## src/conv_macros.svh

```systemverilog
`ifndef CONV_MACROS_SVH
`define CONV_MACROS_SVH

// datapath widths
`define ADDR_W 16
`define DIM_W 5
`define KER_W 4
`define PHASE_W 4
`define PIX_W 8
`define BIAS_W 16
`define ACC_W 20

// 3x3 window, 2-bit codebook index per tap
`define TAPS 9
`define CODE_W 2
`define QUANT_SHIFT 5

// phase lengths in cycles
`define PARAM_LEN 3
`define COEF_LEN 2
`define WINDOW_LEN 10

// parameter memory map
`define PARAM_ADDR_SIDE 0
`define PARAM_ADDR_KERNELS 1

`endif

```

## src/conv_pkg.sv

```systemverilog
`include "conv_macros.svh"

package conv_pkg;

	typedef enum logic [2:0] {
		idle,
		load_param,
		load_bias,
		load_weight,
		load_window,
		calc,
		write_out,
		done
	} conv_state_t;

	typedef logic signed [`PIX_W-1:0] pixel_t;
	typedef logic signed [`PIX_W-1:0] coef_t;
	typedef logic signed [`BIAS_W-1:0] bias_t;
	typedef logic signed [`ACC_W-1:0] acc_t;

	typedef logic [`ADDR_W-1:0] addr_t;
	typedef logic [`DIM_W-1:0] dim_t;
	typedef logic [`KER_W-1:0] ker_t;
	typedef logic [`PHASE_W-1:0] phase_t;
	typedef logic [`TAPS*`CODE_W-1:0] code_t;

endpackage

```

## src/conv_weight.sv

```systemverilog
`timescale 1ns/1ps
`include "conv_macros.svh"

module conv_weight (
	input  logic            clk,
	input  logic            rst,
	input  logic            start,
	input  logic [31:0]     w8,
	input  logic            coef_load,
	input  conv_pkg::code_t weight_rdata,
	output conv_pkg::coef_t coefs [`TAPS]
);

	logic [31:0] w8_q;

	always_ff @(posedge clk or negedge rst) begin
		if (!rst)
			w8_q <= '0;
		else if (start)
			w8_q <= w8;
	end

	// code c picks byte c of w8, byte 0 is the low byte
	always_ff @(posedge clk) begin
		if (coef_load) begin
			for (int t = 0; t < `TAPS; t++)
				coefs[t] <= w8_q[8*weight_rdata[t*`CODE_W +: `CODE_W] +: 8];
		end
	end

endmodule

```

## config.mk

```make
export PLATFORM = sky130hd
export DESIGN_NAME = conv_weight
export DESIGN_NICKNAME = d
export VERILOG_FILES = /design/src/conv_pkg.sv /design/src/conv_weight.sv
export VERILOG_INCLUDE_DIRS = /design/src
export SDC_FILE = /design/constraint.sdc
export NUM_CORES = 1
export LEC_CHECK = 0
export BUFFER_PORTS_ARGS = -buffer_cell sky130_fd_sc_hd__buf_2
export CAP_MARGIN = 40
export CORE_MARGIN = 2
export CORE_UTILIZATION = 45
export DETAILED_ROUTE_END_ITERATION = 8
export PLACE_DENSITY_LB_ADDON = 0.2
export SLEW_MARGIN = 30
export SYNTH_ARGS = -nofsm -noshare
export SYNTH_HDL_FRONTEND = slang
export SYNTH_SLANG_ARGS = --single-unit
```

## constraint.sdc

```tcl
create_clock -name clk -period 1.3 [get_ports clk]
set_input_delay 0.325 -clock clk [delete_from_list [all_inputs] [get_ports clk]]
set_output_delay 0.325 -clock clk [all_outputs]
set_load 0.005 [all_outputs]
```

==> impl_summary.log <==
[metrics] largest net degree at the start of global routing: 37
[metrics] HP Start: w8[18]
[metrics] number of antenna violations at the first check in global routing: 0
[metrics] Max stage delay cell, worst path: sky130_fd_sc_hd__mux4_2
[metrics] post-route fraction of the period consumed by the critical path: 96.3%
[metrics] Worst setup startpoint: w8_q[30]
[metrics] maximum operating frequency: 799 MHz
[metrics] class of the tightest hold or removal check: input pin to flip-flop
[metrics] total of warnings raised by yosys: 0
[metrics] worst slew slack as a fraction of its limit: 77.5%
[metrics] Net Sw Frac: 23.8%
[metrics] DRC violations left: 0
[metrics] Pre-antenna DRT Iters: 4
[metrics] setup repair after global routing missed its margin: no
[metrics] estimated wirelength of the detail-placed design: 7920 µm
[metrics] terminus of the critical flop-to-flop path: coefs[6]
[metrics] utilization of the core after routing: 56.2%
[metrics] startpoint of the worst-slack reg-to-reg timing path: w8_q[30]
[metrics] Seq cells post-synth: 104
[metrics] Slowest Stage Delay on Critical Path: 0.51 ns
[metrics] IO Pins: 126
[metrics] Cells after Synth: 230
[metrics] slack of the worst reg-to-reg path: 0.05 ns
[metrics] area of all placed cells without fillers: 0.00633 mm²
[metrics] DRC marker count from the first detailed-route iteration: 185
[metrics] Final Wtd Congestion: 0.788
[metrics] peak supply drop: 0.700 mV
[metrics] vias after detailed routing: 2956
[metrics] run status: completed
[metrics] critical path fanouts, max: 10
[metrics] antenna diode count: 0
[metrics] Skew-Pair Late Insertion Delay: 0.34 ns
[metrics] core box area: 0.0113 mm²
[metrics] initial core utilization: 45.6%
[metrics] max-slew violation count: 0
[metrics] post-layout worst setup margin: 0.0484 ns
[metrics] sw power: 1990 µW
[metrics] Unique masters post-synth: 8
[metrics] htree depth: 3
[metrics] end point of the critical path: coefs[6]
[metrics] final clock skew: 0.00733 ns
[metrics] Synth-to-Final Area Change: 23.1%
[metrics] power density of the placed cells: 1320 mW/mm²
[metrics] standard-cell row count: 39
[metrics] vias per cell: 5.83
[metrics] r2r worst-path depth: 1
[metrics] Comb pwr share: 16.3%
[metrics] number of setup violations in the final report: 0
[metrics] TritonCTS clock tree: built
[metrics] Required @ worst endpoint: 1.38 ns
[metrics] worst endpoint data arrival time: 1.33 ns
[metrics] worst hold slack: 0.213 ns
[metrics] Least-Margin Pin Slew: 0.337 ns
[metrics] total number of nets in the final design: 413
[metrics] PnR Total Power: 8360 µW
[metrics] stages on the worst setup path: 1
[metrics] number of buffers and inverters on the critical path: 0
[metrics] deepest clock path buffer count: 2
[metrics] die span in y: 111 µm
[metrics] critical path, cell by cell: mux4_2
[metrics] first-pass GRT wire length: 18100 µm
[metrics] final-layout fill cell count: 908
[metrics] mean routed wirelength per cell: 23.6 µm
[metrics] antenna viol nets, final: 0
[metrics] Synth Cell Area: 0.00514 mm²
[metrics] vias in the first global route: 2958
[metrics] total setup buffers inserted after CTS: 0
[metrics] Seq/Total Area, Yosys: 57.6%
[metrics] die area: 0.0123 mm²
[metrics] Clock Sink Count: 104
[metrics] remaining global-route overflow: 0
[metrics] clock group share of total power: 32.1%
[metrics] number of max-capacitance violations reported: 0
[metrics] drt total wl: 12000 µm
[metrics] critical path launch point type: flip-flop
[metrics] post-layout minimum cycle time: 1.25 ns
[metrics] cell area reported after detailed placement: 0.00602 mm²
[metrics] Leak: 0.00244 µW
[metrics] combined global-route utilization of all metal layers: 20.2%
[metrics] horizontal die dimension: 111 µm
[metrics] nets in the synthesized netlist: 284
[metrics] sort of element at the end of the critical path: flip-flop
[metrics] share of total power in sequential cells: 51.7%
[metrics] critical path type: flip-flop to flip-flop
[metrics] P_int: 6370 µW
[metrics] syn avg cell area: 22.4 µm²
[metrics] Root Buffer Master: sky130_fd_sc_hd__clkbuf_16
[metrics] final hold violation count: 0
[metrics] gate family responsible for the most delay along the worst path: multiplexers
[metrics] fraction of layout instances using a drive strength above 1: 71.4%
[metrics] worst slack at placement: -0.0723 ns
[metrics] Num CTS Buffers: 9
[metrics] # port buffers: 125
[metrics] clock transition time at the flip-flop clock pins of the worst setup and hold paths: 0.07 ns
==> metrics by stage <==
stage / setup TNS (ns) / cells
2_1_floorplan: 0 / 230
3_3_place_gp: -3.30 / 490
3_5_place_dp: -3.92 / 490
4_1_cts: 0 / 507
5_1_grt: 0 / 507
6_report: 0 / 507
==> placed cells by master, fill, tap and decap left out <==
cell                              n
sky130_fd_sc_hd__mux2_4           2
sky130_fd_sc_hd__buf_12          13
sky130_fd_sc_hd__buf_2          125
sky130_fd_sc_hd__clkinv_2         1
sky130_fd_sc_hd__clkbuf_1         1
sky130_fd_sc_hd__inv_6            2
sky130_fd_sc_hd__dfrtp_2          2
sky130_fd_sc_hd__buf_4            1
sky130_fd_sc_hd__clkbuf_16        9
sky130_fd_sc_hd__dfrtp_1         30
sky130_fd_sc_hd__mux2_2          30
sky130_fd_sc_hd__edfxtp_1        72
sky130_fd_sc_hd__dlygate4sd3_1    1
sky130_fd_sc_hd__mux4_2          72
sky130_fd_sc_hd__clkinvlp_4       2
sky130_fd_sc_hd__bufinv_16        1
==> logic make-up after synthesis <==
kind of cell  count (synthesis)  share of synthesized area, %
flops                       104                          57.6
mux                         104                          38.7
buf+inv                      22                          3.75
==> cells in the mapped netlist (all sizes together) <==
master,instances,share of area [%]
dfrtp,32,16
mux4,72,32
edfxtp,72,42
buf,9,2.0
clkbuf,13,1.8
mux2,32,7.1
==> layout make-up <==
class | count | area, µm² | share of cell area, %
clock buffers | 10 | 229 | 3.62
clock inverters | 6 | 67.6 | 1.07
multi-input cells | 104 | 1990 | 31.4
flip-flops and latches | 104 | 2970 | 46.8
well taps | 143 | 179 | 2.82
repair buffers | 140 | 903 | 14.3
==> per-layer routing <==
metal	track usage [%]	wire length, µm	up-vias
met4	6.25	160	0
met3	5.74	1250	12
met1	28.3	4560	1531
met5	0	0	-
met2	31.2	6000	158
li1	-	-	1255
==> sequential cells by signal (all words and copies together), names as in the netlist <==
register / cells
coefs: 72
w8_q: 32
==> power groups by stage <==
| stage | clock (µW) | sequential [µW] | combinational, µW |
|---|---|---|---|
| after detailed placement | 0 | 4380 | 1380 |
| after floorplan | 0 | 4300 | 801 |
| after CTS | 2750 | 4320 | 1380 |
| after global routing | 2880 | 4370 | 1460 |
| final | 2680 | 4320 | 1360 |
| after global placement | 0 | 4380 | 1350 |
==> worst min-delay path by stage <==
stage	end	cells past startpoint	slack, ns
finish	w8_q[18]	2	0.21
global route	w8_q[14]	2	0.20
CTS	w8_q[23]	2	0.20
detailed placement	w8_q[29]	2	0.30
global placement	w8_q[21]	2	0.30
floorplan	w8_q[0]	0	0.03
==> timing repair <==
| item | in CTS | in global routing |
|---|---|---|
| setup endpoints to repair | 0 | 7 |
| gates resized for setup | 0 | 2 |
| hold buffers | 1 | 0 |
| endpoints found under the hold margin | 32 | 0 |
Power figures use the tool's default switching activity.
