$ cat src/conv_macros.svh
`ifndef CONV_MACROS_SVH
`define CONV_MACROS_SVH

// datapath widths
`define ADDR_W 16
`define DIM_W 5
`define KER_W 4
`define PHASE_W 4
`define PIX_W 8
`define BIAS_W 16
`define ACC_W 20

// 3x3 window, 2-bit codebook index per tap
`define TAPS 9
`define CODE_W 2
`define QUANT_SHIFT 5

// phase lengths in cycles
`define PARAM_LEN 3
`define COEF_LEN 2
`define WINDOW_LEN 10

// parameter memory map
`define PARAM_ADDR_SIDE 0
`define PARAM_ADDR_KERNELS 1

`endif

$ cat src/conv_pkg.sv
`include "conv_macros.svh"

package conv_pkg;

	typedef enum logic [2:0] {
		idle,
		load_param,
		load_bias,
		load_weight,
		load_window,
		calc,
		write_out,
		done
	} conv_state_t;

	typedef logic signed [`PIX_W-1:0] pixel_t;
	typedef logic signed [`PIX_W-1:0] coef_t;
	typedef logic signed [`BIAS_W-1:0] bias_t;
	typedef logic signed [`ACC_W-1:0] acc_t;

	typedef logic [`ADDR_W-1:0] addr_t;
	typedef logic [`DIM_W-1:0] dim_t;
	typedef logic [`KER_W-1:0] ker_t;
	typedef logic [`PHASE_W-1:0] phase_t;
	typedef logic [`TAPS*`CODE_W-1:0] code_t;

endpackage

$ cat src/conv_window.sv
`timescale 1ns/1ps
`include "conv_macros.svh"

module conv_window (
	input  logic                  clk,
	input  logic                  rst,
	input  conv_pkg::conv_state_t state,
	input  conv_pkg::phase_t      phase,
	input  conv_pkg::dim_t        x,
	input  conv_pkg::dim_t        y,
	input  conv_pkg::dim_t        side,
	input  conv_pkg::pixel_t      input_rdata,
	output logic                  input_cs,
	output conv_pkg::addr_t       input_addr,
	output conv_pkg::pixel_t      taps [`TAPS]
);

	logic [`DIM_W:0] row;
	logic [`DIM_W:0] col;
	logic [1:0] dy;
	logic [1:0] dx;
	logic issue;
	logic in_bounds;
	logic tap_en_q;
	logic tap_valid_q;
	conv_pkg::phase_t tap_idx_q;

	assign issue = (state == conv_pkg::load_window) && (phase < `TAPS);
	assign dy = 2'(phase / 4'd3);
	assign dx = 2'(phase % 4'd3);

	// one extra bit, so a step off the top or left edge wraps high
	assign row = {1'b0, y} + dy - 1'b1;
	assign col = {1'b0, x} + dx - 1'b1;
	assign in_bounds = (row < {1'b0, side}) && (col < {1'b0, side});

	assign input_cs = issue && in_bounds;
	assign input_addr = conv_pkg::addr_t'(row[`DIM_W-1:0]) * conv_pkg::addr_t'(side)
		+ conv_pkg::addr_t'(col[`DIM_W-1:0]);

	always_ff @(posedge clk or negedge rst) begin
		if (!rst) begin
			tap_en_q <= 1'b0;
			tap_valid_q <= 1'b0;
			tap_idx_q <= '0;
		end else begin
			tap_en_q <= issue;
			tap_valid_q <= in_bounds;
			tap_idx_q <= phase;
		end
	end

	// padding taps take zero
	always_ff @(posedge clk) begin
		if (tap_en_q)
			taps[tap_idx_q] <= tap_valid_q ? input_rdata : '0;
	end

endmodule

$ cat config.mk
export PLATFORM = sky130hd
export DESIGN_NAME = conv_window
export DESIGN_NICKNAME = d
export VERILOG_FILES = /design/src/conv_pkg.sv /design/src/conv_window.sv
export VERILOG_INCLUDE_DIRS = /design/src
export SDC_FILE = /design/constraint.sdc
export NUM_CORES = 1
export LEC_CHECK = 0
export ABC_AREA = 1
export ABC_CLOCK_PERIOD_IN_PS = 18900
export BUFFER_PORTS_ARGS = -buffer_cell sky130_fd_sc_hd__buf_4
export CAP_MARGIN = 0
export CELL_PAD_IN_SITES_DETAIL_PLACEMENT = 0
export CELL_PAD_IN_SITES_GLOBAL_PLACEMENT = 2
export CORE_MARGIN = 5
export CORE_UTILIZATION = 36
export DETAILED_ROUTE_END_ITERATION = 10
export GPL_ROUTABILITY_DRIVEN = 1
export GPL_TIMING_DRIVEN = 0
export PLACE_DENSITY_LB_ADDON = 0.1
export SETUP_SLACK_MARGIN = 0.05
export SYNTH_ARGS = -nofsm -noshare
export SYNTH_HDL_FRONTEND = slang
export SYNTH_SLANG_ARGS = --single-unit
$ cat constraint.sdc
create_clock -name clk -period 18.9 [get_ports clk]
set_clock_uncertainty 0.05 [all_clocks]
set_input_delay 1.89 -clock clk [delete_from_list [all_inputs] [get_ports clk]]
set_output_delay 1.89 -clock clk [all_outputs]
set_load 0.05 [all_outputs]
==> impl_metrics.csv <==
group,metric,value,unit
sta,setup_ws,9.475,ns
sta,maxSlewViolCount,0,
synthesis,synthTopCellsByArea,"edfxtp_1 51%, ha_1 14%, fa_1 7.6%",
die,die_area,0.01394,mm²
hold_path,whs_path_depth,1,
worst_setup_path,critPathLaunchType,"primary input",
global_routing,grt_max_degree,15,
die,rows,39,
worst_setup_path,required,16.96,ns
cts,cts_sinks,78,
worst_setup_path,cp.arrival,7.48,ns
cts,hold_buffers,0,
route,wl,9.505,mm
sta,period_share,49.87,%
global_routing,grt_pass1_wl,15.11,mm
outcome,status,"completed",
sta,setup_viol_count_final,0,
sta,hold_viol,0,
cts,postCtsSetupBuffers,0,
synthesis,yosysWarnings,0,
sta,slew-limit-headroom,41.23,%
route,wl_per_cell,14.92,µm
route,first_pass_iters,4,
hold_path,hold_path.class,"reg -> reg",
synthesis,synth_top_area_share,51.43,%
placement,dp_hpwl,7.731,mm
synthesis,netlist_area,0.004204,mm²
power_and_ir_drop,ir_drop,0.1549,mV
worst_setup_path,cp_max_fo,5,
final_layout,antenna_cells,0,
global_routing,grt_pass1_vias,2795,
sta,worst_pin_slew,0.8743,ns
run,max_cap_viol_count,0,
die,start_util,36.82,%
cts,path_clk_slew,0.06,ns
sta,timing.fmax,0.1061,GHz
worst_setup_path,cp_slowest_cell,"fa_1",
final_layout,postLayoutCellArea,0.005589,mm²
cts,insertion_delay,0.32,ns
cts,numCtsBuffers,9,
sta,post-route-min-period,9.425,ns
placement,portBuffers,115,
worst_setup_path,critPathKind,"in -> out",
synthesis,synthDistinctLibCells,30,
global_routing,antenna_found_initial,0,
placement,dp_slack,9.454,ns
global_routing,grt-ovfl-total,0,
final_layout,final_net_count,585,
worst_setup_path,ff2ff_path_depth,3,
synthesis,yosysTopAreaCell,"edfxtp_1",
worst_setup_path,crit_top_cell,"inv_1",
power_and_ir_drop,power.density,136.7,mW/mm²
final_layout,area_growth,32.95,%
route,drt_iter0_drc,138,
cts,cts_root_buf,"clkbuf_16",
worst_setup_path,cp-end-kind,"output pin",
die,dieWidth,118.1,µm
synthesis,avgSynthCellArea,11.71,µm²
worst_setup_path,path_depth,32,
die,core_area,0.01142,mm²
route,ant_nets,0,
synthesis,ys_seq_area_share,55.00,%
cts,clock_path_buffers,2,
power_and_ir_drop,p_leak,2.936,nW
worst_setup_path,cp_slowest_stage_delay,0.54,ns
final_layout,layout-drive-gt1-share,28.74,%
cts,cts_resized,0,
placement,dpl-instance-area,0.005261,mm²
synthesis,ys_ff_latch,78,
route,vias_per_cell,4.403,
synthesis,synthCells,359,
sta,rsz0062_at_grt,"no",
die,io_pins,121,
sta,fin_setup_tns,0,ns
route,vias,2805,
placement,gp_congestion,0.7733,
worst_setup_path,crit_buf_inv,10,
cts,ctsHtreeMaxLevel,3,
cts,cts_tree,"yes",
die,die_y,118.1,µm
global_routing,grt.total_usage,13.76,%
route,drc,0,
worst_setup_path,path_delay_family,"adder cells",
worst reg2reg max path, stage by stage (launching register included):
cell and delay (ns):
dfrtp_1 0.36, inv_1 0.10, nand3_1 0.19, nor2_1 0.64
final timing paths:
path	startpoint	end	slack [ns]
min in group asynchronous	rst	tap_idx_q[2]$_DFF_PN0_	1.31
worst min-delay path	tap_idx_q[2]$_DFF_PN0_	taps[7]$_DFFE_PP_	0.66
worst min register to register	tap_idx_q[2]$_DFF_PN0_	taps[7]$_DFFE_PP_	0.66
max in group asynchronous	rst	tap_idx_q[3]$_DFF_PN0_	17.38
worst max register to register	tap_idx_q[3]$_DFF_PN0_	taps[16]$_DFFE_PP_	17.19
worst max-delay path	phase[3]	input_addr[10]	9.48
registers in the layout, indices dropped and copies added (netlist names):
name / cells
tap_en_q: 1
tap_idx_q: 4
tap_valid_q: 1
taps: 72
through the flow:
step / power, mW / std cells / util (%) / hold slack (ns)
after floorplan: 0.4952 / 363 / - / 0.6207
after global placement: 0.5926 / 621 / 46.08 / 0.6831
after detailed placement: 0.5947 / 621 / 46.08 / 0.7068
after CTS: 0.7762 / 637 / 48.89 / 0.7250
after global routing: 0.8185 / 637 / 48.95 / 0.6912
final: 0.7639 / 637 / 48.95 / 0.6629
cell usage after synthesis:
library cell   n
a21oi_1        8
nor4_1         1
nand2_2        2
fa_1          16
inv_2          1
xor2_1         5
nand3b_1       1
inv_1         80
a31oi_1        1
edfxtp_1      72
clkbuf_1       1
nor2_2         1
buf_4          5
nand2_1       56
a21o_1         2
or2_2          1
nand3_1       12
o31ai_1        1
o21bai_1       1
nor2_1        20
and2_1         1
conb_1         1
o21ai_1        4
xnor2_1        5
dfrtp_1        6
o21ai_0        1
nand3_2        1
ha_1          48
nand4_1        4
nor3b_1        1
metal layers:
| metal | vias to the layer above | track usage, % | wire (µm) |
|---|---|---|---|
| li1 | 1414 | - | - |
| met1 | 1288 | 18.81 | 4422 |
| met2 | 98 | 21.20 | 4301 |
| met3 | 5 | 4.277 | 697 |
| met4 | 0 | 3.656 | 84 |
| met5 | - | 0 | 0 |
power by group:
group	internal, mW	switching, mW	leakage, nW
registers	0.192	0.000510	0.894
clock network	0.116	0.0638	0.150
logic	0.129	0.262	1.89
total	0.438	0.326	2.94
cells in the final DEF (no fill, tap or decap), types with 2 or more instances in the layout:
| master | Yosys | layout |
|---|---|---|
| xor2_1 | 5 | 5 |
| bufinv_16 | 0 | 2 |
| inv_6 | 0 | 2 |
| a21o_1 | 2 | 2 |
| fa_1 | 16 | 16 |
| a21oi_1 | 8 | 8 |
| nand2_1 | 56 | 56 |
| dfrtp_1 | 6 | 6 |
| inv_1 | 80 | 80 |
| nand2_2 | 2 | 2 |
| xnor2_1 | 5 | 5 |
| nor2_1 | 20 | 20 |
| buf_4 | 5 | 120 |
| nand3_1 | 12 | 12 |
| o21ai_1 | 4 | 4 |
| edfxtp_1 | 72 | 72 |
| clkbuf_16 | 0 | 9 |
| clkbuf_1 | 1 | 2 |
| clkinvlp_4 | 0 | 2 |
| nand4_1 | 4 | 4 |
| ha_1 | 48 | 48 |
| conb_1 | 1 | 5 |
layout make-up:
cell class	count	area, µm²
Buffer	6	41.29
Inverter	81	304.0
Clock buffer	10	229.0
Sequential cell	78	2312
Clock inverter	6	92.59
Tap cell	143	178.9
Multi-Input combinational cell	198	1568
Timing Repair Buffer	115	863.3
Fill cell	1080	5829
logic make-up after synthesis:
kind of cell	after synthesis	share of synthesized area (%)
compound gates	18	2.411
xor+xnor	10	2.083
fa+ha+maj	64	21.90
buf+inv	87	8.214
flops	78	55.00
other cells	1	0.08920
simple gates	101	10.30
Power figures use the tool's default switching activity.
