`src/conv_macros.svh`:
```
`ifndef CONV_MACROS_SVH
`define CONV_MACROS_SVH

// datapath widths
`define ADDR_W 16
`define DIM_W 5
`define KER_W 4
`define PHASE_W 4
`define PIX_W 8
`define BIAS_W 16
`define ACC_W 20

// 3x3 window, 2-bit codebook index per tap
`define TAPS 9
`define CODE_W 2
`define QUANT_SHIFT 5

// phase lengths in cycles
`define PARAM_LEN 3
`define COEF_LEN 2
`define WINDOW_LEN 10

// parameter memory map
`define PARAM_ADDR_SIDE 0
`define PARAM_ADDR_KERNELS 1

`endif

```
`src/conv_pkg.sv`:
```
`include "conv_macros.svh"

package conv_pkg;

	typedef enum logic [2:0] {
		idle,
		load_param,
		load_bias,
		load_weight,
		load_window,
		calc,
		write_out,
		done
	} conv_state_t;

	typedef logic signed [`PIX_W-1:0] pixel_t;
	typedef logic signed [`PIX_W-1:0] coef_t;
	typedef logic signed [`BIAS_W-1:0] bias_t;
	typedef logic signed [`ACC_W-1:0] acc_t;

	typedef logic [`ADDR_W-1:0] addr_t;
	typedef logic [`DIM_W-1:0] dim_t;
	typedef logic [`KER_W-1:0] ker_t;
	typedef logic [`PHASE_W-1:0] phase_t;
	typedef logic [`TAPS*`CODE_W-1:0] code_t;

endpackage

```
`src/conv_ctrl.sv`:
```
`timescale 1ns/1ps
`include "conv_macros.svh"

module conv_ctrl (
	input  logic                  clk,
	input  logic                  rst,
	input  logic                  start,
	input  logic [31:0]           param_rdata,
	input  conv_pkg::phase_t      phase,
	input  logic                  pixel_last,
	input  logic                  kernel_last,
	output conv_pkg::conv_state_t state,
	output logic                  param_cs,
	output conv_pkg::addr_t       param_addr,
	output logic                  bias_cs,
	output logic                  weight_cs,
	output logic                  bias_load,
	output logic                  coef_load,
	output logic                  phase_clear,
	output logic                  pixel_step,
	output logic                  output_we,
	output logic                  finish,
	output conv_pkg::dim_t        side,
	output conv_pkg::ker_t        num_kernel
);

	conv_pkg::conv_state_t next_state;

	always_ff @(posedge clk or negedge rst) begin
		if (!rst)
			state <= conv_pkg::idle;
		else
			state <= next_state;
	end

	always_comb begin
		next_state = state;
		case (state)
			conv_pkg::idle: begin
				if (start)
					next_state = conv_pkg::load_param;
			end
			conv_pkg::load_param: begin
				if (phase == `PARAM_LEN - 1)
					next_state = conv_pkg::load_bias;
			end
			conv_pkg::load_bias: begin
				if (phase == `COEF_LEN - 1)
					next_state = conv_pkg::load_weight;
			end
			conv_pkg::load_weight: begin
				if (phase == `COEF_LEN - 1)
					next_state = conv_pkg::load_window;
			end
			conv_pkg::load_window: begin
				if (phase == `WINDOW_LEN - 1)
					next_state = conv_pkg::calc;
			end
			conv_pkg::calc:
				next_state = conv_pkg::write_out;
			conv_pkg::write_out: begin
				// next pixel, next kernel, or finished
				if (!pixel_last)
					next_state = conv_pkg::load_window;
				else if (!kernel_last)
					next_state = conv_pkg::load_bias;
				else
					next_state = conv_pkg::done;
			end
			default:
				next_state = conv_pkg::idle;
		endcase
	end

	// each state entry starts its phase count at zero
	assign phase_clear = (next_state != state);

	assign param_cs = (state == conv_pkg::load_param) && (phase < `PARAM_LEN - 1);
	assign param_addr = (phase == 0) ? conv_pkg::addr_t'(`PARAM_ADDR_SIDE)
		: conv_pkg::addr_t'(`PARAM_ADDR_KERNELS);

	assign bias_cs = (state == conv_pkg::load_bias) && (phase == 0);
	assign bias_load = (state == conv_pkg::load_bias) && (phase == `COEF_LEN - 1);
	assign weight_cs = (state == conv_pkg::load_weight) && (phase == 0);
	assign coef_load = (state == conv_pkg::load_weight) && (phase == `COEF_LEN - 1);

	assign pixel_step = (state == conv_pkg::write_out);
	assign output_we = (state == conv_pkg::write_out);
	assign finish = (state == conv_pkg::done);

	// read data trails the address by one cycle
	always_ff @(posedge clk or negedge rst) begin
		if (!rst) begin
			side <= '0;
			num_kernel <= '0;
		end else if (state == conv_pkg::load_param) begin
			if (phase == `PARAM_ADDR_SIDE + 1)
				side <= param_rdata[`DIM_W-1:0];
			if (phase == `PARAM_ADDR_KERNELS + 1)
				num_kernel <= param_rdata[`KER_W-1:0];
		end
	end

endmodule

```
`config.mk`:
```
export PLATFORM = sky130hd
export DESIGN_NAME = conv_ctrl
export DESIGN_NICKNAME = d
export VERILOG_FILES = /design/src/conv_pkg.sv /design/src/conv_ctrl.sv
export VERILOG_INCLUDE_DIRS = /design/src
export SDC_FILE = /design/constraint.sdc
export NUM_CORES = 1
export LEC_CHECK = 0
export BUFFER_PORTS_ARGS = -buffer_cell sky130_fd_sc_hd__buf_4
export CAP_MARGIN = 40
export CORE_ASPECT_RATIO = 0.9
export CORE_MARGIN = 3
export CORE_UTILIZATION = 36
export CTS_CLUSTER_SIZE = 30
export DETAILED_ROUTE_END_ITERATION = 12
export PLACE_DENSITY = 0.89
export SLEW_MARGIN = 10
export SYNTH_ARGS = -nofsm -noshare
export SYNTH_HDL_FRONTEND = slang
export SYNTH_SLANG_ARGS = --single-unit
```
`constraint.sdc`:
```
create_clock -name clk -period 1.8 [get_ports clk]
set_input_delay 0.36 -clock clk [delete_from_list [all_inputs] [get_ports clk]]
set_output_delay 0.36 -clock clk [all_outputs]
set_load 0.05 [all_outputs]
```
==> results of run 1 <==
==> per-layer routing <==
metal,wire length (um),vias to the layer above
met4,15,0
met2,1070,38
li1,-,378
met5,0,-
met3,169,2
met1,820,361
==> state kept, by name, indices dropped and copies added (netlist names) <==
name,flops
state,3
side,5
num_kernel,4
==> worst max path at each step <==
stage,endpoint,startpoint,depth (start not counted)
after floorplan,phase_clear,state[0],5
after global placement,phase_clear,state[2],7
after detailed placement,phase_clear,state[2],7
after CTS,phase_clear,state[2],6
after global routing,phase_clear,state[2],6
final,phase_clear,state[2],6
==> report_power, final <==
part | internal (mW) | switching (mW)
Combinational | 0.630 | 0.991
Clock | 0.0859 | 0.0872
Sequential | 0.401 | 0.0931
Total | 1.12 | 1.17
==> placed cells by master (no fill, tap or decap), types with 2 or more instances in the layout <==
cell type   n
nand2_1     5
dfrtp_1     9
and3_2      2
a21o_1      3
buf_6       7
nand2_2     3
clkbuf_4    3
nand3_1     2
nor2_1      5
conb_1     15
inv_1       2
dfrtp_2     3
o21ai_0     5
mux2_2      8
buf_4      45
==> logic make-up (layout without fill, tap and decap cells) <==
group                  Yosys count  in the layout
buffers and inverters           22             62
DFF                             12             12
other                            1             15
AOI/OAI and AO/OA               13             13
and+or+nand+nor                 31             31
muxes                            9              9
==> worst register-to-register path, stage by stage, from the launching register on <==
cell and delay, ns:
dfrtp_2 0.46, buf_4 0.15, buf_6 0.11, buf_6 0.11, buf_4 0.13, nor3b_2 0.26
nand2_2 0.15, mux2_1 0.33
==> through the flow <==
step | setup TNS (ns) | hold slack, ns | worst slack [ns]
2_1_floorplan | -0.243 | 0.0644 | -0.132
3_3_place_gp | -0.0358 | 0.200 | -0.0358
3_5_place_dp | -0.0554 | 0.205 | -0.0554
4_1_cts | -0.641 | 0.296 | -0.338
5_1_grt | -1.44 | 0.292 | -0.408
6_report | -0.710 | 0.304 | -0.315
==> repair_timing <==
item                                   CTS  global route
gates resized for setup                  8             3
setup buffers                            1             3
hold buffers                             1             0
pin swaps                                1             2
endpoints found under the hold margin   12             0
setup endpoints to repair                5             6
==> area by class of cell <==
type | instances | area [um^2]
inverters | 3 | 11.3
flip-flops and latches | 12 | 304
multi-input cells | 68 | 509
clock buffers | 4 | 26.3
repair buffers | 55 | 462
fillers | 171 | 702
well taps | 25 | 31.3
==> impl_metrics.env, run 1 <==
export IMPL_synth_area_mux_share=0.122
export IMPL_ir_drop_v=0.00140
export IMPL_routed_via_density=4.66
export IMPL_cts_root_buffer="clkbuf_4"
export IMPL_timing_final_ws_setup_ns=-0.315
export IMPL_clock_sinks=12
export IMPL_final_util=0.657
export IMPL_p_per_area_nw_per_um2=1700
export IMPL_yosys_area_top_type_share=0.361
export IMPL_grt_max_degree=17
export IMPL_use_met2=0.244
export IMPL_place_congestion=0.772
export IMPL_status="finished, violations left"
export IMPL_dpl_hpwl_um=1650
export IMPL_power_leakage_nw=0.688
export IMPL_failed_checks="setup timing"
export IMPL_min_path_type="input port to flop"
export IMPL_drt_wirelength_per_cell_um=12.4
export IMPL_syn_avg_cell_area_um2=9.46
export IMPL_synth_compound_area_frac=0.116
export IMPL_grt_pass1_wl_um=3310
export IMPL_crit_chain="or3b_4 > buf_4 > a2bb2oi_2 > o21ai_1 > nand2_2 > buf_8"
export IMPL_r2r_slack_ns=-0.01
export IMPL_wl_um=2080
export IMPL_ios=78
export IMPL_antenna_found_initial=0
export IMPL_cp_start_kind="flop"
export IMPL_met1_usage=0.178
export IMPL_fmax_ghz=0.473
export IMPL_dr_total_vias=779
export IMPL_synth_top_family_by_area="simple AND/OR/NAND/NOR gates"
export IMPL_die_height_um=51.6
export IMPL_clock_tree_buffer_depth=2
export IMPL_core_um2=2050
export IMPL_yosys_area_top_type="dfrtp_1"
export IMPL_fin_worst_skew_ns=0.0105
export IMPL_syn_cell_area_um2=832
export IMPL_clkLatencyLatePin_ns=0.28
export IMPL_crit_path_top_delay_cell="dfrtp_2"
export IMPL_finalHoldViolCount=0
export IMPL_diodes=0
export IMPL_ys_warn_count=0
export IMPL_drtAntennaViolNets=0
export IMPL_synth_most_common_cell="buf_4"
export IMPL_first_pass_iters=4
export IMPL_synthDistinctLibCells=29
export IMPL_clkTransAtPathRegs_ns=0.08
export IMPL_overflow=0
export IMPL_grtUsageTotal=0.147
export IMPL_postLayoutCellArea_um2=1340
export IMPL_cts_buffers=3
export IMPL_synth_simple_area_share=0.224
export IMPL_cpPeakStageDelay_ns=0.46
export IMPL_area_delta_synth_final_pct=61.5
export IMPL_synth_seq_cells=12
export IMPL_reg2reg_depth=7
export IMPL_drv_cap=0
export IMPL_fp_row_count=15
export IMPL_path_class="flop to primary output"
export IMPL_io_buffer_count=35
export IMPL_cts_tree="done"
export IMPL_nets=184
export IMPL_drive_above_1_share=0.613
export IMPL_synth_edff_count=0
export IMPL_cp_arrival_ns=1.76
export IMPL_htree_levels=1
export IMPL_min_period_ns=2.12
export IMPL_hold_depth=2
export IMPL_min_period_over_period=1.18
export IMPL_setup_viol=5
export IMPL_top_usage_layer="met2"
export IMPL_synthFlopType="dfrtp_1"
export IMPL_placed_cells=159
export IMPL_rr_startpoint="state[2]"
export IMPL_critPathTopFamily="simple AND/OR/NAND/NOR gates"
export IMPL_p_total_mw=2.29
export IMPL_stdcell_count=167
export IMPL_placed_cell_area_um2=1240
export IMPL_hp_start="param_rdata[4]"
export IMPL_dieWidth_um=56.7
export IMPL_min_to="side[4]"
export IMPL_grt_pass1_vias=734
export IMPL_synth_xor_area_frac=0
export IMPL_yosysSeqAreaShare=0.361
export IMPL_grtUsageMet3=0.0496
export IMPL_crit_path_max_fanout=5
export IMPL_drv_slew=0
export IMPL_rsz0062_at_grt="true"
export IMPL_initial_core_util=0.407
export IMPL_yosys_top_cells_count="16 x buf_4, 12 x dfrtp_1, 8 x mux2_2, 8 x nand2_1, 6 x nor2_1"
export IMPL_syn_instance_count=88
export IMPL_drc=0
export IMPL_synth_area_leaders="dfrtp_1 36%, buf_4 14%, mux2_2 11%"
export IMPL_drt_first_iter_violations=20
export IMPL_async_flop_share=1.00
export IMPL_reg2reg_to="side[4]"
export IMPL_dieArea_um2=2930
export IMPL_cp_required_ns=1.44
export IMPL_synth_fa_ha_area_frac=0
export IMPL_end_kind="primary output"
export IMPL_critPathBufInv=2
Power figures use the tool's default switching activity.
==> run 2, diff against run 1 <==
Settings changed: PLACE_DENSITY 0.89 to 0.86.
==> impl_metrics.env, run 2 (synthesis results as in run 1) <==
export IMPL_r2r_slack_ns=0.15
export IMPL_largest_reg_flops=5
export IMPL_final_util=0.679
export IMPL_hold_depth=2
export IMPL_fp_row_count=15
export IMPL_ir_drop_v=0.00108
export IMPL_p_per_area_nw_per_um2=1740
export IMPL_core_um2=2050
export IMPL_cp_start_kind="flop"
export IMPL_grt_max_degree=13
export IMPL_grt_pass1_wl_um=3390
export IMPL_io_buffer_count=35
export IMPL_path_class="flop to primary output"
export IMPL_dr_total_vias=807
export IMPL_clkLatencyLatePin_ns=0.28
export IMPL_end_kind="primary output"
export IMPL_initial_core_util=0.407
export IMPL_antenna_found_initial=0
export IMPL_diodes=0
export IMPL_clock_tree_buffer_depth=2
export IMPL_fmax_ghz=0.465
export IMPL_placed_cells=156
export IMPL_dieWidth_um=56.7
export IMPL_cts_root_buffer="clkbuf_4"
export IMPL_min_period_over_period=1.19
export IMPL_drc=0
export IMPL_routed_via_density=4.83
export IMPL_drt_wirelength_per_cell_um=13.4
export IMPL_reg2reg_depth=7
export IMPL_fin_worst_skew_ns=0.00181
export IMPL_nets=184
export IMPL_cp_required_ns=1.44
export IMPL_finalHoldViolCount=0
export IMPL_ios=78
export IMPL_first_pass_iters=4
export IMPL_grtUsageTotal=0.147
export IMPL_final_cell_mix="44 x buf_4, 15 x conb_1, 9 x dfrtp_1"
export IMPL_crit_path_max_fanout=7
export IMPL_drv_cap=0
export IMPL_min_period_ns=2.15
export IMPL_failed_checks="setup timing"
export IMPL_clock_sinks=12
export IMPL_drt_first_iter_violations=7
export IMPL_drv_slew=0
export IMPL_area_delta_synth_final_pct=66.9
export IMPL_rr_startpoint="state[1]"
export IMPL_min_to="side[4]"
export IMPL_overflow=0
export IMPL_wl_um=2240
export IMPL_setup_viol=2
export IMPL_regMostFlops="side"
export IMPL_reg_top3="side: 5 flops, num_kernel: 4 flops, state: 3 flops"
export IMPL_final_common_cell="buf_4"
export IMPL_min_path_type="input port to flop"
export IMPL_cts_tree="done"
export IMPL_stdcell_count=167
export IMPL_die_height_um=51.6
export IMPL_drive_above_1_share=0.627
export IMPL_reg2reg_to="state[0]"
export IMPL_htree_levels=1
export IMPL_place_congestion=0.809
export IMPL_cts_buffers=3
export IMPL_dieArea_um2=2930
export IMPL_grt_pass1_vias=775
export IMPL_power_leakage_nw=0.693
export IMPL_drtAntennaViolNets=0
export IMPL_status="finished, violations left"
export IMPL_dpl_hpwl_um=1620
export IMPL_hp_start="param_rdata[4]"
export IMPL_cp_arrival_ns=1.79
export IMPL_rsz0062_at_grt="true"
export IMPL_timing_final_ws_setup_ns=-0.349
export IMPL_clkTransAtPathRegs_ns=0.08
[run 2: stage by stage]
| step | setup slack [ns] | hold slack (ns) | power [mW] | TNS, ns | area, um^2 |
|---|---|---|---|---|---|
| 2_1_floorplan | -0.132 | 0.0644 | 1.57 | -0.243 | 967 |
| 3_3_place_gp | -0.0375 | 0.200 | 1.99 | -0.0375 | 1220 |
| 3_5_place_dp | -0.0544 | 0.207 | 2.03 | -0.0544 | 1220 |
| 4_1_cts | -0.335 | 0.292 | 2.32 | -0.565 | 1310 |
| 5_1_grt | -0.443 | 0.276 | 2.55 | -0.800 | 1390 |
| 6_report | -0.349 | 0.293 | 2.42 | -0.554 | 1390 |
[run 2: worst max-delay path, cell delays in order (launching register included)]
cell and delay (ns):
dfrtp_2 0.47, or3b_4 0.43, a21oi_4 0.13, a2bb2oi_2 0.18
o21ai_1 0.08, nand2_2 0.07, buf_8 0.14
[run 2: layer usage]
metal	vias to the layer above	track usage	wire, um
li1	380	-	-
met1	391	0.177	907
met2	30	0.252	1130
met3	6	0.0372	141
met4	0	0.0593	62
met5	-	0	0
[run 2: report_power, final]
group	internal, mW	switching, mW	total (mW)
Combinational	0.676	1.01	1.69
Sequential	0.402	0.112	0.513
Clock	0.123	0.0951	0.218
[run 2: worst max-delay path by stage]
stage,startpoint,endpoint,slack [ns]
after floorplan,state[0],phase_clear,-0.13
after global placement,state[0],phase_clear,-0.04
after detailed placement,state[1],phase_clear,-0.05
after CTS,state[2],phase_clear,-0.34
after global routing,state[0],phase_clear,-0.44
final,state[1],phase_clear,-0.35
[run 2: what timing repair did]
action	4_1_cts	5_1_grt
buffers inserted	2	4
endpoints found under the hold margin	12	0
gates resized for setup	7	11
pin swaps	1	1
hold buffers	1	0
endpoints found under the setup margin	5	6
[run 2: final cells by class]
type	instances	area, um^2
Inverter	3	11.3
Clock buffer	4	36.3
Sequential cell	12	304
Multi-Input combinational cell	68	533
Fill cell	151	657
Timing Repair Buffer	55	473
Tap cell	25	31.3
==> run 3, diff against run 2 <==
Settings changed: CORE_MARGIN 3 to 1.5.
==> impl_metrics.env, run 3 (synthesis results as in run 1) <==
export IMPL_status="finished, violations left"
export IMPL_failed_checks="setup timing"
export IMPL_clkTransAtPathRegs_ns=0.07
export IMPL_htree_levels=1
export IMPL_drive_above_1_share=0.612
export IMPL_drt_wirelength_per_cell_um=11.8
export IMPL_largest_reg_flops=5
export IMPL_grt_pass1_vias=710
export IMPL_diodes=0
export IMPL_core_um2=2180
export IMPL_dpl_hpwl_um=1510
export IMPL_initial_core_util=0.381
export IMPL_reg2reg_depth=5
export IMPL_nets=181
export IMPL_first_pass_iters=3
export IMPL_min_path_type="input port to flop"
export IMPL_wl_um=1960
export IMPL_ir_drop_v=0.00133
export IMPL_end_kind="primary output"
export IMPL_min_period_ns=2.14
export IMPL_cp_start_kind="flop"
export IMPL_dieWidth_um=53.7
export IMPL_io_buffer_count=35
export IMPL_drtAntennaViolNets=0
export IMPL_fill_cells=183
export IMPL_overflow=0
export IMPL_min_period_over_period=1.19
export IMPL_setup_viol=2
export IMPL_routed_via_density=4.69
export IMPL_dieArea_um2=2610
export IMPL_grtUsageTotal=0.153
export IMPL_final_cell_mix="42 x buf_4, 15 x conb_1, 9 x dfrtp_1"
export IMPL_clock_sinks=12
export IMPL_rr_startpoint="state[1]"
export IMPL_final_util=0.621
export IMPL_dp_slack_ns=-0.0446
export IMPL_drt_first_iter_violations=9
export IMPL_place_congestion=0.715
export IMPL_dr_total_vias=779
export IMPL_reg_top3="side: 5 flops, num_kernel: 4 flops, state: 3 flops"
export IMPL_drv_slew=0
export IMPL_multi_input_area_um2=519
export IMPL_ios=78
export IMPL_area_delta_synth_final_pct=62.9
export IMPL_fin_worst_skew_ns=0.00231
export IMPL_critPathLaunch="state[1]"
export IMPL_rsz0062_at_grt="true"
export IMPL_p_per_area_nw_per_um2=1730
export IMPL_path_class="flop to primary output"
export IMPL_r2r_slack_ns=0.25
export IMPL_cp_required_ns=1.44
export IMPL_drc=0
export IMPL_final_common_cell="buf_4"
export IMPL_cp_arrival_ns=1.78
export IMPL_timing_final_ws_setup_ns=-0.340
export IMPL_finalHoldViolCount=0
export IMPL_grt_max_degree=13
export IMPL_crit_path_max_fanout=6
export IMPL_die_height_um=48.6
export IMPL_clock_tree_buffer_depth=2
export IMPL_cts_tree="done"
export IMPL_cts_root_buffer="clkbuf_4"
export IMPL_ff_latch_area_um2=304
export IMPL_antenna_found_initial=0
export IMPL_power_leakage_nw=0.676
export IMPL_regMostFlops="side"
export IMPL_crit_end="phase_clear"
export IMPL_reg2reg_to="side[4]"
export IMPL_drv_cap=0
export IMPL_clkLatencyLatePin_ns=0.27
export IMPL_fmax_ghz=0.467
export IMPL_cts_buffers=3
export IMPL_holdWs_ns=0.306
export IMPL_grt_pass1_wl_um=3050
export IMPL_fp_row_count=16
==> run 3: changes by cell type in the layout (fill, tap and decap cells not counted), sizes merged <==
cell,before,now
buf,54,51
==> run 3: area by class of cell <==
class,instances,area share
multi-input combinational,68,0.383
timing repair buffer,52,0.332
sequential,12,0.224
clock buffer,4,0.0268
tap,27,0.0249
inverter,3,0.00831
==> run 3: worst min-delay path by stage <==
stage	start	slack (ns)	cells after the start	end
after detailed placement	rst	0.20	1	side[3]
after global placement	rst	0.20	1	side[3]
after floorplan	rst	0.06	0	num_kernel[0]
after CTS	param_rdata[4]	0.31	2	side[4]
final	param_rdata[4]	0.31	2	side[4]
after global routing	param_rdata[4]	0.31	2	side[4]
==> run 3: power by group <==
| part | internal (mW) | leakage, nW | switching (mW) |
|---|---|---|---|
| registers | 0.402 | 0.145 | 0.0938 |
| clock network | 0.123 | 0.0210 | 0.0883 |
| logic | 0.637 | 0.510 | 1.01 |
==> run 3: critical path: stages (launching register included) <==
cell	delay, ns
dfrtp_2	0.45
or3b_4	0.42
a21oi_2	0.13
a2bb2oi_2	0.18
o21ai_1	0.10
nand2_2	0.08
buf_8	0.14
==> run 3: layer usage <==
metal / global-route usage / vias to the layer above / routed length [um]
met5: 0 / - / 0
met4: 0.0513 / 0 / 22
met3: 0.0185 / 3 / 105
met2: 0.242 / 33 / 1010
met1: 0.213 / 370 / 828
li1: - / 373 / -
==> run 3: timing repair <==
item	CTS	global route
setup endpoints to repair	3	6
pin swaps	1	3
buffers inserted	1	2
resized for setup	5	11
hold endpoints to repair	12	0
hold buffers	1	0
gates cloned	0	0
==> run 3: through the flow <==
stage / area, um^2 / power, mW / cells / TNS (ns)
6_report: 1360 / 2.35 / 166 / -0.663
5_1_grt: 1360 / 2.47 / 166 / -0.862
4_1_cts: 1300 / 2.29 / 165 / -0.524
3_5_place_dp: 1230 / 2.03 / 159 / -0.0446
3_3_place_gp: 1230 / 1.99 / 159 / -0.0271
2_1_floorplan: 967 / 1.57 / 102 / -0.243
