===== src/conv_macros.svh =====
`ifndef CONV_MACROS_SVH
`define CONV_MACROS_SVH

// datapath widths
`define ADDR_W 16
`define DIM_W 5
`define KER_W 4
`define PHASE_W 4
`define PIX_W 8
`define BIAS_W 16
`define ACC_W 20

// 3x3 window, 2-bit codebook index per tap
`define TAPS 9
`define CODE_W 2
`define QUANT_SHIFT 5

// phase lengths in cycles
`define PARAM_LEN 3
`define COEF_LEN 2
`define WINDOW_LEN 10

// parameter memory map
`define PARAM_ADDR_SIDE 0
`define PARAM_ADDR_KERNELS 1

`endif


===== src/conv_pkg.sv =====
`include "conv_macros.svh"

package conv_pkg;

	typedef enum logic [2:0] {
		idle,
		load_param,
		load_bias,
		load_weight,
		load_window,
		calc,
		write_out,
		done
	} conv_state_t;

	typedef logic signed [`PIX_W-1:0] pixel_t;
	typedef logic signed [`PIX_W-1:0] coef_t;
	typedef logic signed [`BIAS_W-1:0] bias_t;
	typedef logic signed [`ACC_W-1:0] acc_t;

	typedef logic [`ADDR_W-1:0] addr_t;
	typedef logic [`DIM_W-1:0] dim_t;
	typedef logic [`KER_W-1:0] ker_t;
	typedef logic [`PHASE_W-1:0] phase_t;
	typedef logic [`TAPS*`CODE_W-1:0] code_t;

endpackage


===== src/conv_counter.sv =====
`timescale 1ns/1ps

module conv_counter (
	input  logic             clk,
	input  logic             rst,
	input  logic             start,
	input  logic             phase_clear,
	input  logic             pixel_step,
	input  conv_pkg::dim_t   side,
	input  conv_pkg::ker_t   num_kernel,
	output conv_pkg::phase_t phase,
	output conv_pkg::dim_t   x,
	output conv_pkg::dim_t   y,
	output conv_pkg::ker_t   kernel,
	output conv_pkg::addr_t  out_addr,
	output logic             pixel_last,
	output logic             kernel_last
);

	conv_pkg::dim_t last_pos;

	assign last_pos = side - 1'b1;
	assign pixel_last = (x == last_pos) && (y == last_pos);
	assign kernel_last = (kernel == num_kernel - 1'b1);

	always_ff @(posedge clk or negedge rst) begin
		if (!rst)
			phase <= '0;
		else if (phase_clear)
			phase <= '0;
		else
			phase <= phase + 1'b1;
	end

	// x wraps first, then y, then kernel
	always_ff @(posedge clk or negedge rst) begin
		if (!rst) begin
			x <= '0;
			y <= '0;
			kernel <= '0;
			out_addr <= '0;
		end else if (start) begin
			x <= '0;
			y <= '0;
			kernel <= '0;
			out_addr <= '0;
		end else if (pixel_step) begin
			out_addr <= out_addr + 1'b1;
			if (x != last_pos) begin
				x <= x + 1'b1;
			end else begin
				x <= '0;
				if (y != last_pos) begin
					y <= y + 1'b1;
				end else begin
					y <= '0;
					kernel <= kernel_last ? '0 : kernel + 1'b1;
				end
			end
		end
	end

endmodule


===== config.mk =====
export PLATFORM = sky130hd
export DESIGN_NAME = conv_counter
export DESIGN_NICKNAME = d
export VERILOG_FILES = /design/src/conv_pkg.sv /design/src/conv_counter.sv
export VERILOG_INCLUDE_DIRS = /design/src
export SDC_FILE = /design/constraint.sdc
export NUM_CORES = 1
export LEC_CHECK = 0
export BUFFER_PORTS_ARGS = -buffer_cell sky130_fd_sc_hd__buf_2
export CORE_UTILIZATION = 55
export CTS_BUF_LIST = sky130_fd_sc_hd__clkbuf_8
export DETAILED_ROUTE_END_ITERATION = 12
export HOLD_SLACK_MARGIN = 0.06
export PLACE_DENSITY = 0.89
export SYNTH_ARGS = -nofsm -noshare
export SYNTH_HDL_FRONTEND = slang
export SYNTH_SLANG_ARGS = --single-unit
export TNS_END_PERCENT = 20

===== constraint.sdc =====
create_clock -name clk -period 2.89 [get_ports clk]
set_clock_uncertainty 0.05 [all_clocks]
set_input_delay 0.1445 -clock clk [delete_from_list [all_inputs] [get_ports clk]]
set_output_delay 0.1445 -clock clk [all_outputs]
set_load 0.02 [all_outputs]

==> results.cfg, run 1 <==
[status]
outcome = complete, no violations

[cts]
ctsLongestPathBuffers = 2
clk_pin_slew_ns = 0.07
root_buffer = clkbuf_8
clock_latency_ns = 0.28
cts_made_buffers = 5
cts.sinks = 34
cts_resized = 0
cts_setup_buffers = 0
htreeDepth = 2
ctsHoldBuffers = 2
cts_tree = built

[place]
dpl.cell_count = 303
placed_area_sq_um = 2306
routabilityCongestion = 0.8416
dp_hpwl_um = 3085
numPortBuffers = 49

[timing]
min_period_ns = 2.353
hold_violations = 0
tns_ns = 0
period_share_pct = 81.42
fmax_mhz = 425.0
relSlewSlack_pct = 51.00
rsz0062_at_grt = false
setup_violations = 0
worstMarginPinSlew_ns = 0.7351
drv_slew = 0

[yosys]
synthAdderAreaFrac_pct = 4.281
synth-async-reset-ratio_pct = 100.0
synth-compound-area-share_pct = 10.52
synth_xor_area_share_pct = 14.98
ys_types = 40
synth_mux_area_share_pct = 0.9786
synth_edf_count = 0
synth_area_per_cell_sq_um = 9.515
synth_ff_type = dfrtp_1
synth_top_family_by_area = simple AND/OR/NAND/NOR gates
synth_area_sq_um = 2046
yosys_warnings = 0
syn-num-nets = 236
yosysTopAreaCell = dfrtp_1
ys_seq_area_share_pct = 41.59
synth_top_area_share_pct = 41.59
synth-seq-cells = 34
synthSimpleGateAreaFrac_pct = 23.91
synthTopCellsByArea = dfrtp_1 42%, xor2_1 9.8%, xnor2_1 5.1%, nor2_1 4.8%, ha_1 4.3%
synthCells = 215

[detailed_routing]
vias = 1749
wl_per_cell_um = 13.75
drtIter0Drc = 117
via_per_inst = 5.606
drc_errors = 0
drtPass1Iterations = 4
drtAntennaViolNets = 0
routed_wl_um = 4291

[worst_setup_path]
crit_type = flop to flop
crit_arrival_ns = 2.51
crit_required_ns = 3.05
crit_path_end_kind = flop
start_kind = flop
crit_fanout = 12

[job]
maxCapViolations = 0

[layout]
stdcell_count = 312
nNetsFinal = 287
layout_common_cells = 49 x buf_2, 34 x dfrtp_1, 26 x nor2_1, 23 x xor2_1, 15 x nand3_1
area_delta_synth_final_pct = 19.20
mostFrequentLayoutCell = buf_2
final_core_util_pct = 70.85
diodes = 0
final_cell_area_sq_um = 2439
drive_gt1_share_pct = 24.06

[floorplan]
core-area_sq_um = 3442
start_util_pct = 59.43
die_x_um = 62.99
die_h_um = 62.99
ios = 50
num_rows = 21
dieArea_sq_um = 3967

[global_routing]
track_usage_pct = 24.00
grt_pass1_wl_um = 7493
grt-ovfl-total = 0
grt_pass1_vias = 1698
antenna_found_initial = 0
grt_max_degree = 35

[pwr]
p_leak_nw = 1.181
vdd_drop_max_uv = 290.8
power_density_nw_per_um2 = 436.1

[min_path]
hp-class = primary input to flop
[logic make-up after synthesis]
family / after synthesis
AOI/OAI and AO/OA: 29
xor gates and xnor gates: 35
and+or+nand+nor: 94
DFF: 34
muxes: 2
buffers and inverters: 14
adders and majority gates: 7
[state kept, by name (all words and copies together) (netlist names)]
name / cells
x: 5
phase: 4
y: 5
out_addr: 16
kernel: 4
[layer usage]
metal  GRT usage, %  share of wire [%]  vias to the layer above  routed length, um
met2          39.11                 48                       54               2052
met4          9.012                1.6                        0                 70
met3          6.022                4.8                       11                207
met1          30.47                 46                      828               1960
met5              0                  0                        -                  0
li1               -                  -                      856                  -
[synthesized netlist by cell type (2+ instances only)]
cell type,count
nand4_1,7
nor2b_1,3
ha_1,7
nand2_1,14
xor2_1,23
and3_1,3
inv_1,5
nand3_1,15
nand3b_1,4
xnor2_1,12
buf_6,3
nor3_1,6
or3_1,2
nor2_1,26
dfrtp_1,34
o21ai_0,5
clkbuf_1,5
a32o_1,2
nor3b_1,2
nand2b_1,4
a31oi_1,2
mux2i_1,2
a21oi_1,12
[worst max-delay path: stages, from the launching register on]
cell and delay [ns]:
dfrtp_1 0.45, xor2_1 0.18, xnor2_1 0.14, a311oi_1 0.41, nand2_1 0.16, buf_4 0.21, or4b_1 0.53, a21oi_1 0.16
[cell type report]
cell class / count / area [sq um]
Clock buffer: 6 / 82.58
Sequential cell: 34 / 850.8
Tap cell: 46 / 57.56
Timing Repair Buffer: 53 / 280.3
Multi-Input combinational cell: 167 / 1119
Fill cell: 277 / 1003
Clock inverter: 1 / 30.03
Inverter: 5 / 18.77
[per-stage QoR]
stage | worst slack, ns | power, mW | hold slack [ns]
6_report | 0.5371 | 1.064 | 0.1933
5_1_grt | 0.4692 | 1.113 | 0.2309
4_1_cts | 0.5480 | 1.075 | 0.1885
3_5_place_dp | 0.4545 | 0.6329 | 0.2061
3_3_place_gp | 0.5355 | 0.6281 | 0.2005
2_1_floorplan | 0.5067 | 0.5875 | -0.2011
[worst paths after layout]
check                              startpoint               endpoint  slack, ns  depth (start not counted)
hold / removal                     pixel_step       x[0]$_DFFE_PN0P_       0.19                          3
max in group asynchronous                 rst       x[3]$_DFFE_PN0P_       1.91                          2
min in group asynchronous                 rst       y[4]$_DFFE_PN0P_       0.41                          2
setup / recovery             y[3]$_DFFE_PN0P_  kernel[1]$_DFFE_PN0P_       0.54                          7
setup reg to reg             y[3]$_DFFE_PN0P_  kernel[1]$_DFFE_PN0P_       0.54                          7
hold reg to reg            phase[0]$_DFF_PN0_     phase[0]$_DFF_PN0_       0.43                          1
[power breakdown]
part / switching (mW) / leakage, nW / internal [mW]
sequential: 0.0119 / 0.470 / 0.485
clock: 0.163 / 0.0573 / 0.276
combinational: 0.0771 / 0.654 / 0.0512
No activity file was read; power rests on OpenSTA's default activity.
==> inputs of run 2 (changes only) <==
--- a/config.mk
+++ b/config.mk
@@ -7,11 +7,11 @@
 export NUM_CORES = 1
 export LEC_CHECK = 0
 export BUFFER_PORTS_ARGS = -buffer_cell sky130_fd_sc_hd__buf_2
-export CORE_UTILIZATION = 55
+export CORE_UTILIZATION = 50
 export CTS_BUF_LIST = sky130_fd_sc_hd__clkbuf_8
 export DETAILED_ROUTE_END_ITERATION = 12
 export HOLD_SLACK_MARGIN = 0.06
-export PLACE_DENSITY = 0.89
+export PLACE_DENSITY = 0.85
 export SYNTH_ARGS = -nofsm -noshare
 export SYNTH_HDL_FRONTEND = slang
 export SYNTH_SLANG_ARGS = --single-unit
==> constraint.sdc (replaced) <==
create_clock -name clk -period 2.1 [get_ports clk]
set_clock_uncertainty 0.05 [all_clocks]
set_input_delay 0.105 -clock clk [delete_from_list [all_inputs] [get_ports clk]]
set_output_delay 0.105 -clock clk [all_outputs]
set_load 0.02 [all_outputs]
==> run 2 against run 1 <==
Wire length is 11% higher. Non-clock buffer count up 22. Cell area is 8.5% higher. Flip-flop and latch count stayed put. Critical path type unchanged.
==> results.cfg, run 2 (synthesized netlist as in run 1, its figures left out) <==
[layout]
register_area_sq_um = 857.1
nNetsFinal = 309
n_fill_cell = 302
regMostFlops = out_addr
drive_gt1_share_pct = 33.91
multiInputGateArea_sq_um = 1162
reg_top3 = out_addr (16), x (5), y (5)
diodes = 0
layout_common_cells = 48 x buf_2, 29 x dfrtp_1, 26 x nor2_1, 24 x buf_4, 22 x xor2_1
mostFrequentLayoutCell = buf_2
largest_reg_flops = 16
area_delta_synth_final_pct = 29.30

[floorplan]
die_h_um = 65.97
core-area_sq_um = 3799
dieArea_sq_um = 4351
num_rows = 22
die_x_um = 65.97
ios = 50
start_util_pct = 53.85

[global_routing]
grt_pass1_vias = 1874
antenna_found_initial = 0
grt_pass1_wl_um = 7948
grt-ovfl-total = 0
grt_max_degree = 35
track_usage_pct = 24.15

[timing]
tns_ns = 0
hold_violations = 0
fmax_mhz = 479.7
holdWs_ns = 0.1514
period_share_pct = 99.26
relSlewSlack_pct = 50.19
drv_slew = 0
rsz0062_at_grt = true
worstMarginPinSlew_ns = 0.7472
setup_violations = 0
fin_ws_ns = 0.01554
min_period_ns = 2.084

[pwr]
p_sw_mw = 0.3784
pwr-share-comb_pct = 14.8
p_total_mw = 1.397
p_leak_nw = 1.285
p_seq_share_pct = 48.8
p_sw_share_pct = 27.09
vdd_drop_max_uv = 438.0
power_density_nw_per_um2 = 528.1
p_int_mw = 1.018
clkPwrFrac_pct = 36.4

[worst_setup_path]
cp_top_family = simple AND/OR/NAND/NOR gates
reg2reg_to = kernel[0]$_DFFE_PN0P_
worstSetupEndpoint = kernel[0]$_DFFE_PN0P_
crit_fanout = 4
crit_required_ns = 2.26
rrSetupSlack_ns = 0.02
start_kind = flop
max_stage_delay_ns = 0.42
timing.reg2reg.worst_path_depth = 7
crit_arrival_ns = 2.25
path_cells = xor2_2 -> xnor2_1 -> or3b_1 -> o21bai_4 -> buf_6 -> or4_4 -> a21oi_2
critical_path_cell_count = 7
crit_path_end_kind = flop
r2r-start = x[3]$_DFFE_PN0P_
crit_type = flop to flop
crit_start = x[3]$_DFFE_PN0P_
cp_num_buf_inv = 1
slowest_stage = dfrtp_2

[status]
outcome = complete, no violations

[detailed_routing]
drtIter0Drc = 80
wl_per_cell_um = 14.14
drtPass1Iterations = 5
drtAntennaViolNets = 0
vias = 1861
via_per_inst = 5.522
drc_errors = 0
routed_wl_um = 4765

[cts]
clk_pin_slew_ns = 0.07
cts_made_buffers = 5
cts_tree = built
cts.sinks = 34
ctsLongestPathBuffers = 2
clock_latency_ns = 0.28
root_buffer = clkbuf_8
htreeDepth = 2

[place]
pre_cts_ws_ns = -0.1734
dp_hpwl_um = 3462
numPortBuffers = 49
routabilityCongestion = 0.9110

[min_path]
hp-class = primary input to flop

[job]
maxCapViolations = 0
==> run 2: layout make-up <==
type | instances | share of cell area (%)
Multi-Input combinational cell | 167 | 43.94
Sequential cell | 34 | 32.40
Timing Repair Buffer | 75 | 17.08
Clock buffer | 6 | 3.122
Tap cell | 48 | 2.271
Inverter | 5 | 0.7096
Clock inverter | 2 | 0.4730
==> run 2: what timing repair did <==
item                                    4_1_cts  5_1_grt
gates resized for setup                       2        9
pin swaps                                     2        7
hold endpoints to repair                     38        0
endpoints found under the setup margin        4        5
hold buffers                                  2        0
setup buffers                                 1        1
==> run 2: worst min-delay path by stage <==
| stage | startpoint | end | cells after the start |
|---|---|---|---|
| 6_report | pixel_step | x[0]$_DFFE_PN0P_ | 3 |
| 5_1_grt | pixel_step | x[0]$_DFFE_PN0P_ | 3 |
| 4_1_cts | pixel_step | x[0]$_DFFE_PN0P_ | 3 |
| 3_5_place_dp | rst | out_addr[11]$_DFFE_PN0P_ | 1 |
| 3_3_place_gp | rst | out_addr[11]$_DFFE_PN0P_ | 1 |
| 2_1_floorplan | rst | kernel[0]$_DFFE_PN0P_ | 0 |
==> run 2: worst reg2reg max path, stage by stage (launching register included) <==
cell      delay [ns]
dfrtp_2         0.42
xor2_2          0.15
xnor2_1         0.14
or3b_1          0.37
o21bai_4        0.20
buf_6           0.13
or4_4           0.41
a21oi_2         0.13
==> run 2: per-stage QoR <==
| stage | cells | util [%] | area [sq um] |
|---|---|---|---|
| 3_5_place_dp | 325 | 65.22 | 2477 |
| 4_1_cts | 336 | 68.61 | 2606 |
| 6_report | 337 | 69.63 | 2645 |
| 5_1_grt | 337 | 69.63 | 2645 |
| 3_3_place_gp | 325 | 65.22 | 2477 |
| 2_1_floorplan | 215 | - | 2074 |
==> run 2: power by group through the flow <==
stage          Sequential [mW]  Combinational [mW]  Clock, mW
4_1_cts                  0.681               0.205      0.523
6_report                 0.681               0.207      0.509
3_5_place_dp             0.693               0.201          0
3_3_place_gp             0.692               0.196          0
2_1_floorplan            0.709               0.104          0
5_1_grt                  0.683               0.229      0.545
==> run 2: routing by layer <==
metal / global-route usage (%) / up-vias / wire length (um)
met2: 41.45 / 70 / 2297
met4: 9.840 / 0 / 112
met1: 28.30 / 883 / 2083
met5: 0 / - / 0
li1: - / 895 / -
met3: 6.552 / 13 / 272
==> inputs of run 3 (changes only) <==
--- a/config.mk
+++ b/config.mk
@@ -7,11 +7,11 @@
 export NUM_CORES = 1
 export LEC_CHECK = 0
 export BUFFER_PORTS_ARGS = -buffer_cell sky130_fd_sc_hd__buf_2
-export CORE_UTILIZATION = 50
+export CORE_UTILIZATION = 55
 export CTS_BUF_LIST = sky130_fd_sc_hd__clkbuf_8
 export DETAILED_ROUTE_END_ITERATION = 12
 export HOLD_SLACK_MARGIN = 0.06
-export PLACE_DENSITY = 0.85
+export PLACE_DENSITY = 0.89
 export SYNTH_ARGS = -nofsm -noshare
 export SYNTH_HDL_FRONTEND = slang
 export SYNTH_SLANG_ARGS = --single-unit
==> constraint.sdc (replaced) <==
create_clock -name clk -period 2.35 [get_ports clk]
set_clock_uncertainty 0.05 [all_clocks]
set_input_delay 0.1175 -clock clk [delete_from_list [all_inputs] [get_ports clk]]
set_output_delay 0.1175 -clock clk [all_outputs]
set_load 0.02 [all_outputs]
==> run 3 against run 2 <==
Combinational power fell by 20%. Global-route usage fell by 0.88 points. Sequential power fell by 10%. Critical path type unchanged. Critical path depth fell by 1. Core utilization rose by 2.4 points. Register-to-register slack improved by 0.09 ns. Flip-flop and latch count did not move. Cell count fell by 5.0%. Wire length fell by 11%. Cell area fell by 6.3%.
==> results.cfg, run 3 (synthesized netlist as in run 1, its figures left out) <==
[job]
maxCapViolations = 0

[global_routing]
track_usage_pct = 23.28
grt-ovfl-total = 0
grt_pass1_vias = 1690
grt_max_degree = 35
grt_pass1_wl_um = 7203
antenna_found_initial = 0

[timing]
setup_violations = 0
holdWs_ns = 0.1684
min_period_ns = 2.248
worstMarginPinSlew_ns = 0.7458
hold_violations = 0
relSlewSlack_pct = 50.28
rsz0062_at_grt = false
fmax_mhz = 444.8
period_share_pct = 95.66
tns_ns = 0
drv_slew = 0

[min_path]
hold-path-cell-count = 3
hp-class = primary input to flop

[detailed_routing]
drc_errors = 0
drtAntennaViolNets = 0
drtIter0Drc = 55
wl_per_cell_um = 13.24
routed_wl_um = 4236
via_per_inst = 5.472
drtPass1Iterations = 4
vias = 1751

[place]
placed_area_sq_um = 2367
routabilityCongestion = 0.9176
dp_hpwl_um = 3104
numPortBuffers = 49

[status]
outcome = complete, no violations

[floorplan]
die_h_um = 62.99
die_x_um = 62.99
ios = 50
start_util_pct = 59.43
core-area_sq_um = 3442
dieArea_sq_um = 3967
num_rows = 21

[cts]
cts.sinks = 34
cts_tree = built
root_buffer = clkbuf_8
clock_latency_ns = 0.28
clk_pin_slew_ns = 0.07
cts_resized = 0
ctsLongestPathBuffers = 2
htreeDepth = 2
cts_made_buffers = 5

[worst_setup_path]
start_kind = flop
crit_type = flop to flop
r2r-start = x[3]$_DFFE_PN0P_
crit_arrival_ns = 2.36
crit_required_ns = 2.47
crit_start = x[3]$_DFFE_PN0P_
slowest_stage = or3_2
rrSetupSlack_ns = 0.10
path_cells = xor2_1 -> xnor2_1 -> or3b_1 -> o21bai_4 -> or3_2 -> a32o_1
reg2reg_to = kernel[3]$_DFFE_PN0P_
timing.reg2reg.worst_path_depth = 6
crit_fanout = 7
max_stage_delay_ns = 0.46
worstSetupEndpoint = kernel[3]$_DFFE_PN0P_
crit_path_end_kind = flop

[layout]
diodes = 0
regMostFlops = out_addr
mostFrequentLayoutCell = buf_2
area_delta_synth_final_pct = 21.16
reg_top3 = out_addr (16), x (5), y (5)
drive_gt1_share_pct = 25.91
final_cell_area_sq_um = 2479
layout_common_cells = 49 x buf_2, 34 x dfrtp_1, 26 x nor2_1, 23 x xor2_1, 15 x nand3_1
nNetsFinal = 294
largest_reg_flops = 16

[pwr]
p_leak_nw = 1.212
vdd_drop_max_uv = 371.8
power_density_nw_per_um2 = 488.9
-- run 3: timing repair --
| item | 4_1_cts | 5_1_grt |
|---|---|---|
| hold endpoints to repair | 38 | 0 |
| buffers inserted | 0 | 0 |
| hold buffers | 2 | 0 |
-- run 3: final cells by class --
| class | count | area (sq um) |
|---|---|---|
| clock buffer | 6 | 82.58 |
| clock inverter | 2 | 8.758 |
| fill | 290 | 963.4 |
| inverter | 5 | 18.77 |
| multi-input combinational | 167 | 1127 |
| sequential | 34 | 850.8 |
| tap | 46 | 57.56 |
| timing repair buffer | 60 | 332.8 |
-- run 3: stage by stage --
| stage | utilization, % | std cells | setup slack [ns] | power [mW] |
|---|---|---|---|---|
| floorplan | - | 215 | 0.1028 | 0.7253 |
| global placement | 68.77 | 310 | 0.09867 | 0.7810 |
| detailed placement | 68.77 | 310 | 0.05059 | 0.7849 |
| CTS | 72.01 | 320 | 0.1012 | 1.224 |
| global route | 72.01 | 320 | 0.02433 | 1.272 |
| finish | 72.01 | 320 | 0.1019 | 1.212 |
-- run 3: worst min-delay path by stage --
stage          startpoint                    end  slack [ns]
2_1_floorplan         rst  kernel[0]$_DFFE_PN0P_       -0.23
3_3_place_gp          rst       y[2]$_DFFE_PN0P_        0.18
3_5_place_dp          rst       y[2]$_DFFE_PN0P_        0.18
6_report       pixel_step       x[1]$_DFFE_PN0P_        0.17
4_1_cts        pixel_step       x[0]$_DFFE_PN0P_        0.16
5_1_grt        pixel_step       x[0]$_DFFE_PN0P_        0.18
-- run 3: power by group --
part / total, mW / internal (mW) / leakage, nW / switching, mW
Sequential: 0.610 / 0.596 / 0.470 / 0.0139
Combinational: 0.165 / 0.0675 / 0.690 / 0.0976
Clock: 0.437 / 0.232 / 0.0524 / 0.205
Total: 1.21 / 0.896 / 1.21 / 0.316
-- run 3: per-layer routing --
metal / wire length, um / vias to the layer above / track usage, %
li1: - / 869 / -
met1: 1891 / 821 / 28.55
met2: 2049 / 57 / 39.52
met3: 255 / 4 / 4.927
met4: 38 / 0 / 9.302
met5: 0 / - / 0
-- run 3: worst max-delay path, delay by kind of cell, from the launching register on --
family	cells	cell delay, ns
simple gates	2	0.85
compound gates	2	0.47
flops	1	0.43
xor+xnor	2	0.33
